[src/hw/mem_port_pkg.sv]
// shared widths, master IDs, source indices and the ID-to-master decode

package mem_port_pkg;

    // ------------------------------------------------------------
    // payload widths
    // ------------------------------------------------------------
    typedef logic [31:0] addr_t;   // memory byte address
    typedef logic [63:0] data_t;   // one data beat
    typedef logic [3:0]  id_t;     // transaction ID
    typedef logic [1:0]  src_t;    // master index

    localparam int NUM_SRC      = 3;
    localparam int AX_PAYLOAD_W = $bits(id_t) + $bits(addr_t);  // {id, addr}

    // master indices, also the lane order of every packed vector
    localparam src_t SRC_FETCH  = 2'd0;
    localparam src_t SRC_BYPASS = 2'd1;
    localparam src_t SRC_DCACHE = 2'd2;

    // ------------------------------------------------------------
    // ID ranges
    // ------------------------------------------------------------
    localparam id_t ID_FETCH       = 4'b0000;
    localparam id_t ID_DCACHE      = 4'b1100;
    localparam id_t ID_BYPASS_BASE = 4'b1000;  // bypass owns 1000..1011

    // accepted writes still waiting for their W beats
    localparam int WFIFO_DEPTH = 4;
    localparam int WFIFO_PTR_W = $clog2(WFIFO_DEPTH);

    // unknown IDs fall to the dcache lane
    function automatic src_t id_to_src(input id_t id);
        if (id == ID_DCACHE) begin
            return SRC_DCACHE;
        end else if (id[3:2] == ID_BYPASS_BASE[3:2]) begin
            return SRC_BYPASS;
        end else if (id == ID_FETCH) begin
            return SRC_FETCH;
        end
        return SRC_DCACHE;
    endfunction

endpackage

[src/hw/addr_arbiter.sv]
// round-robin arbiter for one address channel, grant held until handshake

`timescale 1ns/1ps

module addr_arbiter #(
    parameter int PAYLOAD_W = 36
) (
    input  logic                                          clk_i,
    input  logic                                          rst_n_i,
    input  logic [mem_port_pkg::NUM_SRC-1:0]              req_valid_i,
    input  logic [mem_port_pkg::NUM_SRC-1:0][PAYLOAD_W-1:0] req_payload_i,
    output logic [mem_port_pkg::NUM_SRC-1:0]              req_ready_o,
    output logic                                          gnt_valid_o,
    output logic [PAYLOAD_W-1:0]                          gnt_payload_o,
    output mem_port_pkg::src_t                            gnt_src_o,
    input  logic                                          gnt_ready_i
);

    mem_port_pkg::src_t last_q;      // last granted index
    logic               lock_q;      // grant shown, waiting for ready
    mem_port_pkg::src_t lock_src_q;
    mem_port_pkg::src_t rr_src;
    logic               gnt_fire;

    // ------------------------------------------------------------
    // winner selection
    // ------------------------------------------------------------
    // walk down from the far end so the nearest requester wins
    always_comb begin
        int idx;
        rr_src = mem_port_pkg::SRC_FETCH;
        for (int off = mem_port_pkg::NUM_SRC; off >= 1; off--) begin
            idx = (int'(last_q) + off) % mem_port_pkg::NUM_SRC;
            if (req_valid_i[idx]) begin
                rr_src = mem_port_pkg::src_t'(idx);
            end
        end
    end

    assign gnt_src_o     = lock_q ? lock_src_q : rr_src;
    assign gnt_valid_o   = req_valid_i[gnt_src_o];
    assign gnt_payload_o = req_payload_i[gnt_src_o];
    assign gnt_fire      = gnt_valid_o & gnt_ready_i;

    // only the winner sees ready
    always_comb begin
        req_ready_o = '0;
        req_ready_o[gnt_src_o] = gnt_fire;
    end

    // ------------------------------------------------------------
    // pointer and lock
    // ------------------------------------------------------------
    always_ff @(posedge clk_i) begin
        if (!rst_n_i) begin
            last_q     <= mem_port_pkg::SRC_DCACHE;  // index 0 wins first
            lock_q     <= 1'b0;
            lock_src_q <= mem_port_pkg::SRC_FETCH;
        end else if (gnt_fire) begin
            last_q <= gnt_src_o;
            lock_q <= 1'b0;
        end else if (gnt_valid_o) begin
            lock_q     <= 1'b1;  // back-pressure, hold this grant
            lock_src_q <= gnt_src_o;
        end
    end

endmodule

[src/hw/mem_port_top.sv]
// memory port merger: AR/AW arbiters, W steering and R/B routing

`timescale 1ns/1ps

module mem_port_top (
    input  logic                 clk_i,
    input  logic                 rst_n_i,
    // instruction fetch, read only
    input  logic                 fetch_ar_valid_i,
    input  mem_port_pkg::addr_t  fetch_ar_addr_i,
    input  mem_port_pkg::id_t    fetch_ar_id_i,
    output logic                 fetch_ar_ready_o,
    output logic                 fetch_r_valid_o,
    output mem_port_pkg::data_t  fetch_r_data_o,
    output mem_port_pkg::id_t    fetch_r_id_o,
    output logic                 fetch_r_last_o,
    input  logic                 fetch_r_ready_i,
    // uncached bypass
    input  logic                 bypass_ar_valid_i,
    input  mem_port_pkg::addr_t  bypass_ar_addr_i,
    input  mem_port_pkg::id_t    bypass_ar_id_i,
    output logic                 bypass_ar_ready_o,
    output logic                 bypass_r_valid_o,
    output mem_port_pkg::data_t  bypass_r_data_o,
    output mem_port_pkg::id_t    bypass_r_id_o,
    output logic                 bypass_r_last_o,
    input  logic                 bypass_r_ready_i,
    input  logic                 bypass_aw_valid_i,
    input  mem_port_pkg::addr_t  bypass_aw_addr_i,
    input  mem_port_pkg::id_t    bypass_aw_id_i,
    output logic                 bypass_aw_ready_o,
    input  logic                 bypass_w_valid_i,
    input  mem_port_pkg::data_t  bypass_w_data_i,
    input  logic                 bypass_w_last_i,
    output logic                 bypass_w_ready_o,
    output logic                 bypass_b_valid_o,
    output mem_port_pkg::id_t    bypass_b_id_o,
    input  logic                 bypass_b_ready_i,
    // dcache refill and writeback
    input  logic                 dcache_ar_valid_i,
    input  mem_port_pkg::addr_t  dcache_ar_addr_i,
    input  mem_port_pkg::id_t    dcache_ar_id_i,
    output logic                 dcache_ar_ready_o,
    output logic                 dcache_r_valid_o,
    output mem_port_pkg::data_t  dcache_r_data_o,
    output mem_port_pkg::id_t    dcache_r_id_o,
    output logic                 dcache_r_last_o,
    input  logic                 dcache_r_ready_i,
    input  logic                 dcache_aw_valid_i,
    input  mem_port_pkg::addr_t  dcache_aw_addr_i,
    input  mem_port_pkg::id_t    dcache_aw_id_i,
    output logic                 dcache_aw_ready_o,
    input  logic                 dcache_w_valid_i,
    input  mem_port_pkg::data_t  dcache_w_data_i,
    input  logic                 dcache_w_last_i,
    output logic                 dcache_w_ready_o,
    output logic                 dcache_b_valid_o,
    output mem_port_pkg::id_t    dcache_b_id_o,
    input  logic                 dcache_b_ready_i,
    // memory side
    output logic                 mem_ar_valid_o,
    output mem_port_pkg::addr_t  mem_ar_addr_o,
    output mem_port_pkg::id_t    mem_ar_id_o,
    input  logic                 mem_ar_ready_i,
    output logic                 mem_aw_valid_o,
    output mem_port_pkg::addr_t  mem_aw_addr_o,
    output mem_port_pkg::id_t    mem_aw_id_o,
    input  logic                 mem_aw_ready_i,
    output logic                 mem_w_valid_o,
    output mem_port_pkg::data_t  mem_w_data_o,
    output logic                 mem_w_last_o,
    input  logic                 mem_w_ready_i,
    input  logic                 mem_r_valid_i,
    input  mem_port_pkg::data_t  mem_r_data_i,
    input  mem_port_pkg::id_t    mem_r_id_i,
    input  logic                 mem_r_last_i,
    output logic                 mem_r_ready_o,
    input  logic                 mem_b_valid_i,
    input  mem_port_pkg::id_t    mem_b_id_i,
    output logic                 mem_b_ready_o
);

    localparam int N  = mem_port_pkg::NUM_SRC;
    localparam int PW = mem_port_pkg::AX_PAYLOAD_W;

    // lanes indexed by src_t: {dcache, bypass, fetch}
    logic [N-1:0]                        ar_valid, ar_ready, aw_valid, aw_ready;
    logic [N-1:0][PW-1:0]                ar_payload, aw_payload;
    logic [N-1:0]                        w_valid, w_last, w_ready;
    mem_port_pkg::data_t [N-1:0]         w_data, r_data;
    logic [N-1:0]                        r_valid, r_last, r_ready, b_valid, b_ready;
    mem_port_pkg::id_t [N-1:0]           r_id, b_id;
    logic [PW-1:0]                       ar_gnt_payload, aw_gnt_payload;
    logic                                aw_gnt_valid, aw_gnt_ready, aw_fire, wr_full;
    mem_port_pkg::src_t                  aw_gnt_src;

    // ------------------------------------------------------------
    // lane packing, fetch write lanes idle
    // ------------------------------------------------------------
    assign ar_valid   = {dcache_ar_valid_i, bypass_ar_valid_i, fetch_ar_valid_i};
    assign ar_payload = {{dcache_ar_id_i, dcache_ar_addr_i},
                         {bypass_ar_id_i, bypass_ar_addr_i},
                         {fetch_ar_id_i,  fetch_ar_addr_i}};
    assign aw_valid   = {dcache_aw_valid_i, bypass_aw_valid_i, 1'b0};
    assign aw_payload = {{dcache_aw_id_i, dcache_aw_addr_i},
                         {bypass_aw_id_i, bypass_aw_addr_i}, PW'(0)};
    assign w_valid    = {dcache_w_valid_i, bypass_w_valid_i, 1'b0};
    assign w_last     = {dcache_w_last_i,  bypass_w_last_i,  1'b0};
    assign w_data     = {dcache_w_data_i,  bypass_w_data_i,  64'd0};
    assign r_ready    = {dcache_r_ready_i, bypass_r_ready_i, fetch_r_ready_i};
    assign b_ready    = {dcache_b_ready_i, bypass_b_ready_i, 1'b0};  // no fetch B port

    assign {dcache_ar_ready_o, bypass_ar_ready_o, fetch_ar_ready_o} = ar_ready;
    assign dcache_aw_ready_o = aw_ready[mem_port_pkg::SRC_DCACHE];
    assign bypass_aw_ready_o = aw_ready[mem_port_pkg::SRC_BYPASS];
    assign dcache_w_ready_o  = w_ready[mem_port_pkg::SRC_DCACHE];
    assign bypass_w_ready_o  = w_ready[mem_port_pkg::SRC_BYPASS];

    // ------------------------------------------------------------
    // address arbitration
    // ------------------------------------------------------------
    addr_arbiter #(.PAYLOAD_W(PW)) ar_arbiter (
        .clk_i         (clk_i),
        .rst_n_i       (rst_n_i),
        .req_valid_i   (ar_valid),
        .req_payload_i (ar_payload),
        .req_ready_o   (ar_ready),
        .gnt_valid_o   (mem_ar_valid_o),
        .gnt_payload_o (ar_gnt_payload),
        .gnt_src_o     (),
        .gnt_ready_i   (mem_ar_ready_i)
    );
    assign {mem_ar_id_o, mem_ar_addr_o} = ar_gnt_payload;

    addr_arbiter #(.PAYLOAD_W(PW)) aw_arbiter (
        .clk_i         (clk_i),
        .rst_n_i       (rst_n_i),
        .req_valid_i   (aw_valid),
        .req_payload_i (aw_payload),
        .req_ready_o   (aw_ready),
        .gnt_valid_o   (aw_gnt_valid),
        .gnt_payload_o (aw_gnt_payload),
        .gnt_src_o     (aw_gnt_src),
        .gnt_ready_i   (aw_gnt_ready)
    );

    // no new AW while the winner FIFO has no room
    assign mem_aw_valid_o = aw_gnt_valid & ~wr_full;
    assign aw_gnt_ready   = mem_aw_ready_i & ~wr_full;
    assign aw_fire        = aw_gnt_valid & aw_gnt_ready;
    assign {mem_aw_id_o, mem_aw_addr_o} = aw_gnt_payload;

    // ------------------------------------------------------------
    // write data and responses
    // ------------------------------------------------------------
    write_router write_router_inst (
        .clk_i         (clk_i),
        .rst_n_i       (rst_n_i),
        .aw_fire_i     (aw_fire),
        .aw_src_i      (aw_gnt_src),
        .full_o        (wr_full),
        .w_valid_i     (w_valid),
        .w_last_i      (w_last),
        .w_data_i      (w_data),
        .w_ready_o     (w_ready),
        .mem_w_valid_o (mem_w_valid_o),
        .mem_w_data_o  (mem_w_data_o),
        .mem_w_last_o  (mem_w_last_o),
        .mem_w_ready_i (mem_w_ready_i)
    );

    resp_router resp_router_inst (
        .mem_r_valid_i (mem_r_valid_i),
        .mem_r_id_i    (mem_r_id_i),
        .mem_r_data_i  (mem_r_data_i),
        .mem_r_last_i  (mem_r_last_i),
        .mem_r_ready_o (mem_r_ready_o),
        .r_valid_o     (r_valid),
        .r_data_o      (r_data),
        .r_id_o        (r_id),
        .r_last_o      (r_last),
        .r_ready_i     (r_ready),
        .mem_b_valid_i (mem_b_valid_i),
        .mem_b_id_i    (mem_b_id_i),
        .mem_b_ready_o (mem_b_ready_o),
        .b_valid_o     (b_valid),
        .b_id_o        (b_id),
        .b_ready_i     (b_ready)
    );

    // fan-out to the masters
    assign {dcache_r_valid_o, bypass_r_valid_o, fetch_r_valid_o} = r_valid;
    assign {dcache_r_data_o,  bypass_r_data_o,  fetch_r_data_o}  = r_data;
    assign {dcache_r_id_o,    bypass_r_id_o,    fetch_r_id_o}    = r_id;
    assign {dcache_r_last_o,  bypass_r_last_o,  fetch_r_last_o}  = r_last;
    assign dcache_b_valid_o = b_valid[mem_port_pkg::SRC_DCACHE];
    assign bypass_b_valid_o = b_valid[mem_port_pkg::SRC_BYPASS];
    assign dcache_b_id_o    = b_id[mem_port_pkg::SRC_DCACHE];
    assign bypass_b_id_o    = b_id[mem_port_pkg::SRC_BYPASS];

endmodule

[src/hw/resp_router.sv]
// R and B channel demultiplexing to the masters by transaction ID

`timescale 1ns/1ps

module resp_router (
    input  logic                                         mem_r_valid_i,
    input  mem_port_pkg::id_t                            mem_r_id_i,
    input  mem_port_pkg::data_t                          mem_r_data_i,
    input  logic                                         mem_r_last_i,
    output logic                                         mem_r_ready_o,
    output logic [mem_port_pkg::NUM_SRC-1:0]             r_valid_o,
    output mem_port_pkg::data_t [mem_port_pkg::NUM_SRC-1:0] r_data_o,
    output mem_port_pkg::id_t [mem_port_pkg::NUM_SRC-1:0]   r_id_o,
    output logic [mem_port_pkg::NUM_SRC-1:0]             r_last_o,
    input  logic [mem_port_pkg::NUM_SRC-1:0]             r_ready_i,
    input  logic                                         mem_b_valid_i,
    input  mem_port_pkg::id_t                            mem_b_id_i,
    output logic                                         mem_b_ready_o,
    output logic [mem_port_pkg::NUM_SRC-1:0]             b_valid_o,
    output mem_port_pkg::id_t [mem_port_pkg::NUM_SRC-1:0]   b_id_o,
    input  logic [mem_port_pkg::NUM_SRC-1:0]             b_ready_i
);

    mem_port_pkg::src_t r_sel;
    mem_port_pkg::src_t b_sel;

    assign r_sel = mem_port_pkg::id_to_src(mem_r_id_i);
    assign b_sel = mem_port_pkg::id_to_src(mem_b_id_i);

    // ------------------------------------------------------------
    // R channel
    // ------------------------------------------------------------
    always_comb begin
        r_valid_o = '0;
        r_valid_o[r_sel] = mem_r_valid_i;
        for (int i = 0; i < mem_port_pkg::NUM_SRC; i++) begin
            r_data_o[i] = mem_r_data_i;   // fields go everywhere
            r_id_o[i]   = mem_r_id_i;
            r_last_o[i] = mem_r_last_i;
        end
    end

    assign mem_r_ready_o = r_ready_i[r_sel];

    // ------------------------------------------------------------
    // B channel
    // ------------------------------------------------------------
    always_comb begin
        b_valid_o = '0;
        b_valid_o[b_sel] = mem_b_valid_i;
        for (int i = 0; i < mem_port_pkg::NUM_SRC; i++) begin
            b_id_o[i] = mem_b_id_i;
        end
    end

    assign mem_b_ready_o = b_ready_i[b_sel];  // stalls on the selected master

endmodule

[src/hw/write_router.sv]
// FIFO of AW winners and the W beat multiplexer it steers

`timescale 1ns/1ps

module write_router (
    input  logic                                         clk_i,
    input  logic                                         rst_n_i,
    input  logic                                         aw_fire_i,
    input  mem_port_pkg::src_t                           aw_src_i,
    output logic                                         full_o,
    input  logic [mem_port_pkg::NUM_SRC-1:0]             w_valid_i,
    input  logic [mem_port_pkg::NUM_SRC-1:0]             w_last_i,
    input  mem_port_pkg::data_t [mem_port_pkg::NUM_SRC-1:0] w_data_i,
    output logic [mem_port_pkg::NUM_SRC-1:0]             w_ready_o,
    output logic                                         mem_w_valid_o,
    output mem_port_pkg::data_t                          mem_w_data_o,
    output logic                                         mem_w_last_o,
    input  logic                                         mem_w_ready_i
);

    // ------------------------------------------------------------
    // winner FIFO
    // ------------------------------------------------------------
    mem_port_pkg::src_t                    fifo_q [mem_port_pkg::WFIFO_DEPTH];
    logic [mem_port_pkg::WFIFO_PTR_W-1:0]  rd_ptr_q;
    logic [mem_port_pkg::WFIFO_PTR_W:0]    cnt_q;
    logic [mem_port_pkg::WFIFO_PTR_W-1:0]  wr_ptr;
    logic                                  empty;
    logic                                  pop;
    mem_port_pkg::src_t                    w_sel;

    assign empty  = (cnt_q == '0);
    assign full_o = (cnt_q == mem_port_pkg::WFIFO_DEPTH[mem_port_pkg::WFIFO_PTR_W:0]);
    assign wr_ptr = rd_ptr_q + cnt_q[mem_port_pkg::WFIFO_PTR_W-1:0];  // wraps

    // fetch never writes, so its lane is the idle steer
    assign w_sel = empty ? mem_port_pkg::SRC_FETCH : fifo_q[rd_ptr_q];

    // ------------------------------------------------------------
    // W multiplexer
    // ------------------------------------------------------------
    assign mem_w_valid_o = w_valid_i[w_sel] & ~empty;
    assign mem_w_data_o  = w_data_i[w_sel];
    assign mem_w_last_o  = w_last_i[w_sel];
    assign pop           = mem_w_valid_o & mem_w_ready_i & mem_w_last_o;

    always_comb begin
        w_ready_o = '0;
        w_ready_o[w_sel] = mem_w_ready_i & ~empty;
    end

    // payload storage
    always_ff @(posedge clk_i) begin
        if (aw_fire_i) begin
            fifo_q[wr_ptr] <= aw_src_i;
        end
    end

    always_ff @(posedge clk_i) begin
        if (!rst_n_i) begin
            rd_ptr_q <= '0;
            cnt_q    <= '0;
        end else begin
            if (pop) begin
                rd_ptr_q <= rd_ptr_q + 1'b1;
            end
            case ({aw_fire_i, pop})
                2'b10:   cnt_q <= cnt_q + 1'b1;
                2'b01:   cnt_q <= cnt_q - 1'b1;
                default: cnt_q <= cnt_q;  // none, or push and pop together
            endcase
        end
    end

endmodule

[config.mk]
export PLATFORM = sky130hd
export DESIGN_NAME = mem_port_top
export DESIGN_NICKNAME = d
export VERILOG_FILES = /design/src/hw/mem_port_pkg.sv /design/src/hw/addr_arbiter.sv /design/src/hw/mem_port_top.sv /design/src/hw/resp_router.sv /design/src/hw/write_router.sv
export SDC_FILE = /design/constraint.sdc
export NUM_CORES = 1
export LEC_CHECK = 0
export BUFFER_PORTS_ARGS = -buffer_cell sky130_fd_sc_hd__clkbuf_2
export CORE_AREA = 2 2 299 301
export DETAILED_ROUTE_END_ITERATION = 6
export DIE_AREA = 0 0 301 303
export GPL_TIMING_DRIVEN = 0
export PLACE_DENSITY = 0.33
export SLEW_MARGIN = 0
export SYNTH_ARGS = -nofsm -noshare
export SYNTH_HDL_FRONTEND = slang
export SYNTH_HIERARCHICAL = 1
export SYNTH_SLANG_ARGS = --single-unit
[constraint.sdc]
create_clock -name clk_i -period 3.3 [get_ports clk_i]
set_input_delay 0.165 -clock clk_i [delete_from_list [all_inputs] [get_ports clk_i]]
set_output_delay 0.165 -clock clk_i [all_outputs]
set_load 0.1 [all_outputs]
==> summary.txt <==
Die
  • Die height: 303 um
  • Core area: 87970 um2
  • Top Ports: 771
  • Total die area: 91200 um2
  • Num rows: 109
  • Initial Util: 0.07374
  • Die Wd: 301 um

Setup path
  • Kind of critical path: reg2reg
  • CP Data Arrival Time: 3520 ps
  • Crit path required time: 3510 ps
  • Critical Path Fanout Max: 4
  • Startpoint class of the critical path: register
  • CP Capture Type: register

Detailed routing
  • 1st-pass router iterations: 4
  • # DRC: 0
  • WL per Instance: 13.81 um
  • Initial DRC count: 397
  • Antenna Nets Post-Route: 0
  • Final WL: 40180 um
  • Vias per inst: 3.074
  • Total number of vias: 8945

Placement
  • Port bufs: 705
  • Final HPWL DP: 35870 um
  • RD Place Congestion: 0.8001
  • Dpl ws: -391.8 ps

Synthesis
  • Yosys warnings: 6
  • Post-Syn Area: 6486 um2
  • Synthesized area per cell: 7.167 um2
  • Post-Synthesis Cells: 905

Clock tree
  • Clock Sinks: 25
  • CTS tree: yes
  • Depth of the CTS H-tree: 1
  • Clock tree buffer depth: 2
  • Clock transition at the registers of the reported paths: 70 ps
  • CTS buffer count: 3
  • Count of hold-fix buffers inserted at cts: 0
  • Clk root buf: clkbuf_16
  • Worst-skew pair later-pin latency: 270 ps

Global routing
  • Vias in the first global route: 8758
  • GRT overflow: 0
  • Initial antenna violation count: 7
  • Total GRT Usage: 0.07989
  • First-pass GRT wire length: 55240 um
  • Largest net degree at the start of global routing: 20

STA
  • RSZ-0062 raised after global routing: yes
  • Worst slew pin tran: 1037 ps
  • Final Slew Violations: 0
  • Final setup margin: -13.69 ps
  • Final hold vios: 0
  • Max-slew headroom: 0.3085
  • Worst clock skew: 5.334 ps
  • Crit path time final: 3314 ps
  • Hold slack: 283.6 ps
  • Peak Freq: 301.8 MHz
  • Final setup vio count: 1
  • Final period util: 1.004

Layout
  • Commonest non-fill, non-tap cell in the layout: clkbuf_2
  • P&R area growth vs syn: 98.07%
  • Share of layout cells above drive strength 1: 0.6244
  • FF/Latch Area: 586.8 um2
  • NumNets Final: 2155
  • Commonest non-fill, non-tap cells in the layout: clkbuf_2 (617), buf_4 (252), conb_1 (108)
  • FILL cells: 10320
  • Combined area of the multi-input logic cells: 4606 um2

Hold path
  • Hold Path Class: in2reg

Flow run
  • Maxcap violations: 0

Outcome
  • Failing checks: negative setup slack
  • Status: finished with violations
## sequential cells by signal, indices dropped and copies added, names as in the netlist, named ones only
register,count
aw_arbiter/last_q,2
aw_arbiter/lock_src_q,2
ar_arbiter/last_q,2
aw_arbiter/lock_q,1
ar_arbiter/lock_q,1
write_router_inst/cnt_q,3
ar_arbiter/lock_src_q,2
write_router_inst/rd_ptr_q,2
write_router_inst/fifo_q,8
## layout make-up
| cell class | instances | share of cell area |
|---|---|---|
| Buffer | 274 | 0.1551 |
| Multi-Input combinational cell | 689 | 0.3585 |
| Sequential cell | 25 | 0.04568 |
| Antenna cell | 4 | 0.0007791 |
| Inverter | 23 | 0.007304 |
| Tap cell | 1165 | 0.1135 |
| Clock inverter | 1 | 0.0005843 |
| Clock buffer | 3 | 0.005843 |
| Timing Repair Buffer | 726 | 0.3127 |
## routing by layer
metal / share of wire / routed length (um) / global-route usage / vias up
met5: 0.0012 / 49 / 0 / -
met4: 0.0045 / 182 / 0.007107 / 8
met3: 0.065 / 2599 / 0.01762 / 14
met2: 0.53 / 21140 / 0.1482 / 318
met1: 0.40 / 16210 / 0.09678 / 4014
li1: - / - / - / 4591
## final timing paths
check,start,to,slack [ps],cells past startpoint
max,aw_arbiter/last_q[0],write_router_inst/cnt_q[2],-10,16
min reg2reg,write_router_inst/rd_ptr_q[1],register,520,2
min,mem_ar_ready_i,ar_arbiter/last_q[0],280,3
max reg2reg,aw_arbiter/last_q[0],write_router_inst/cnt_q[2],-10,16
## critical path, stage by stage (launching register included)
cell	delay, ps
dfxtp_4	370
inv_4	40
ha_4	250
and3b_2	250
a21oi_2	130
nor2b_2	70
o31ai_4	320
mux2i_4	340
o21ai_4	70
and3b_2	230
inv_2	80
ha_4	140
inv_2	40
fa_2	320
xor2_1	150
or3_1	310
a21boi_1	140
## per-stage QoR
step / utilization / area (um2) / instances / TNS [ps]
after floorplan: - / 7103 / 1012 / -4945
after global placement: 0.1374 / 12090 / 2882 / -3473
after detailed placement: 0.1376 / 12110 / 2883 / -2110
after CTS: 0.1434 / 12610 / 2897 / -89.46
after global routing: 0.1460 / 12840 / 2908 / -272.0
final: 0.1460 / 12850 / 2910 / -13.69
## repair_timing
action / CTS / global route
endpoints found under the setup margin: 103 / 118
gates cloned: 0 / 0
pin swaps: 8 / 5
gates resized for setup: 109 / 107
buffers inserted: 11 / 9
Power is left out: the tool's default activity adds up to more than one toggle a clock period on the data nets, which glitch-free logic cannot reach.
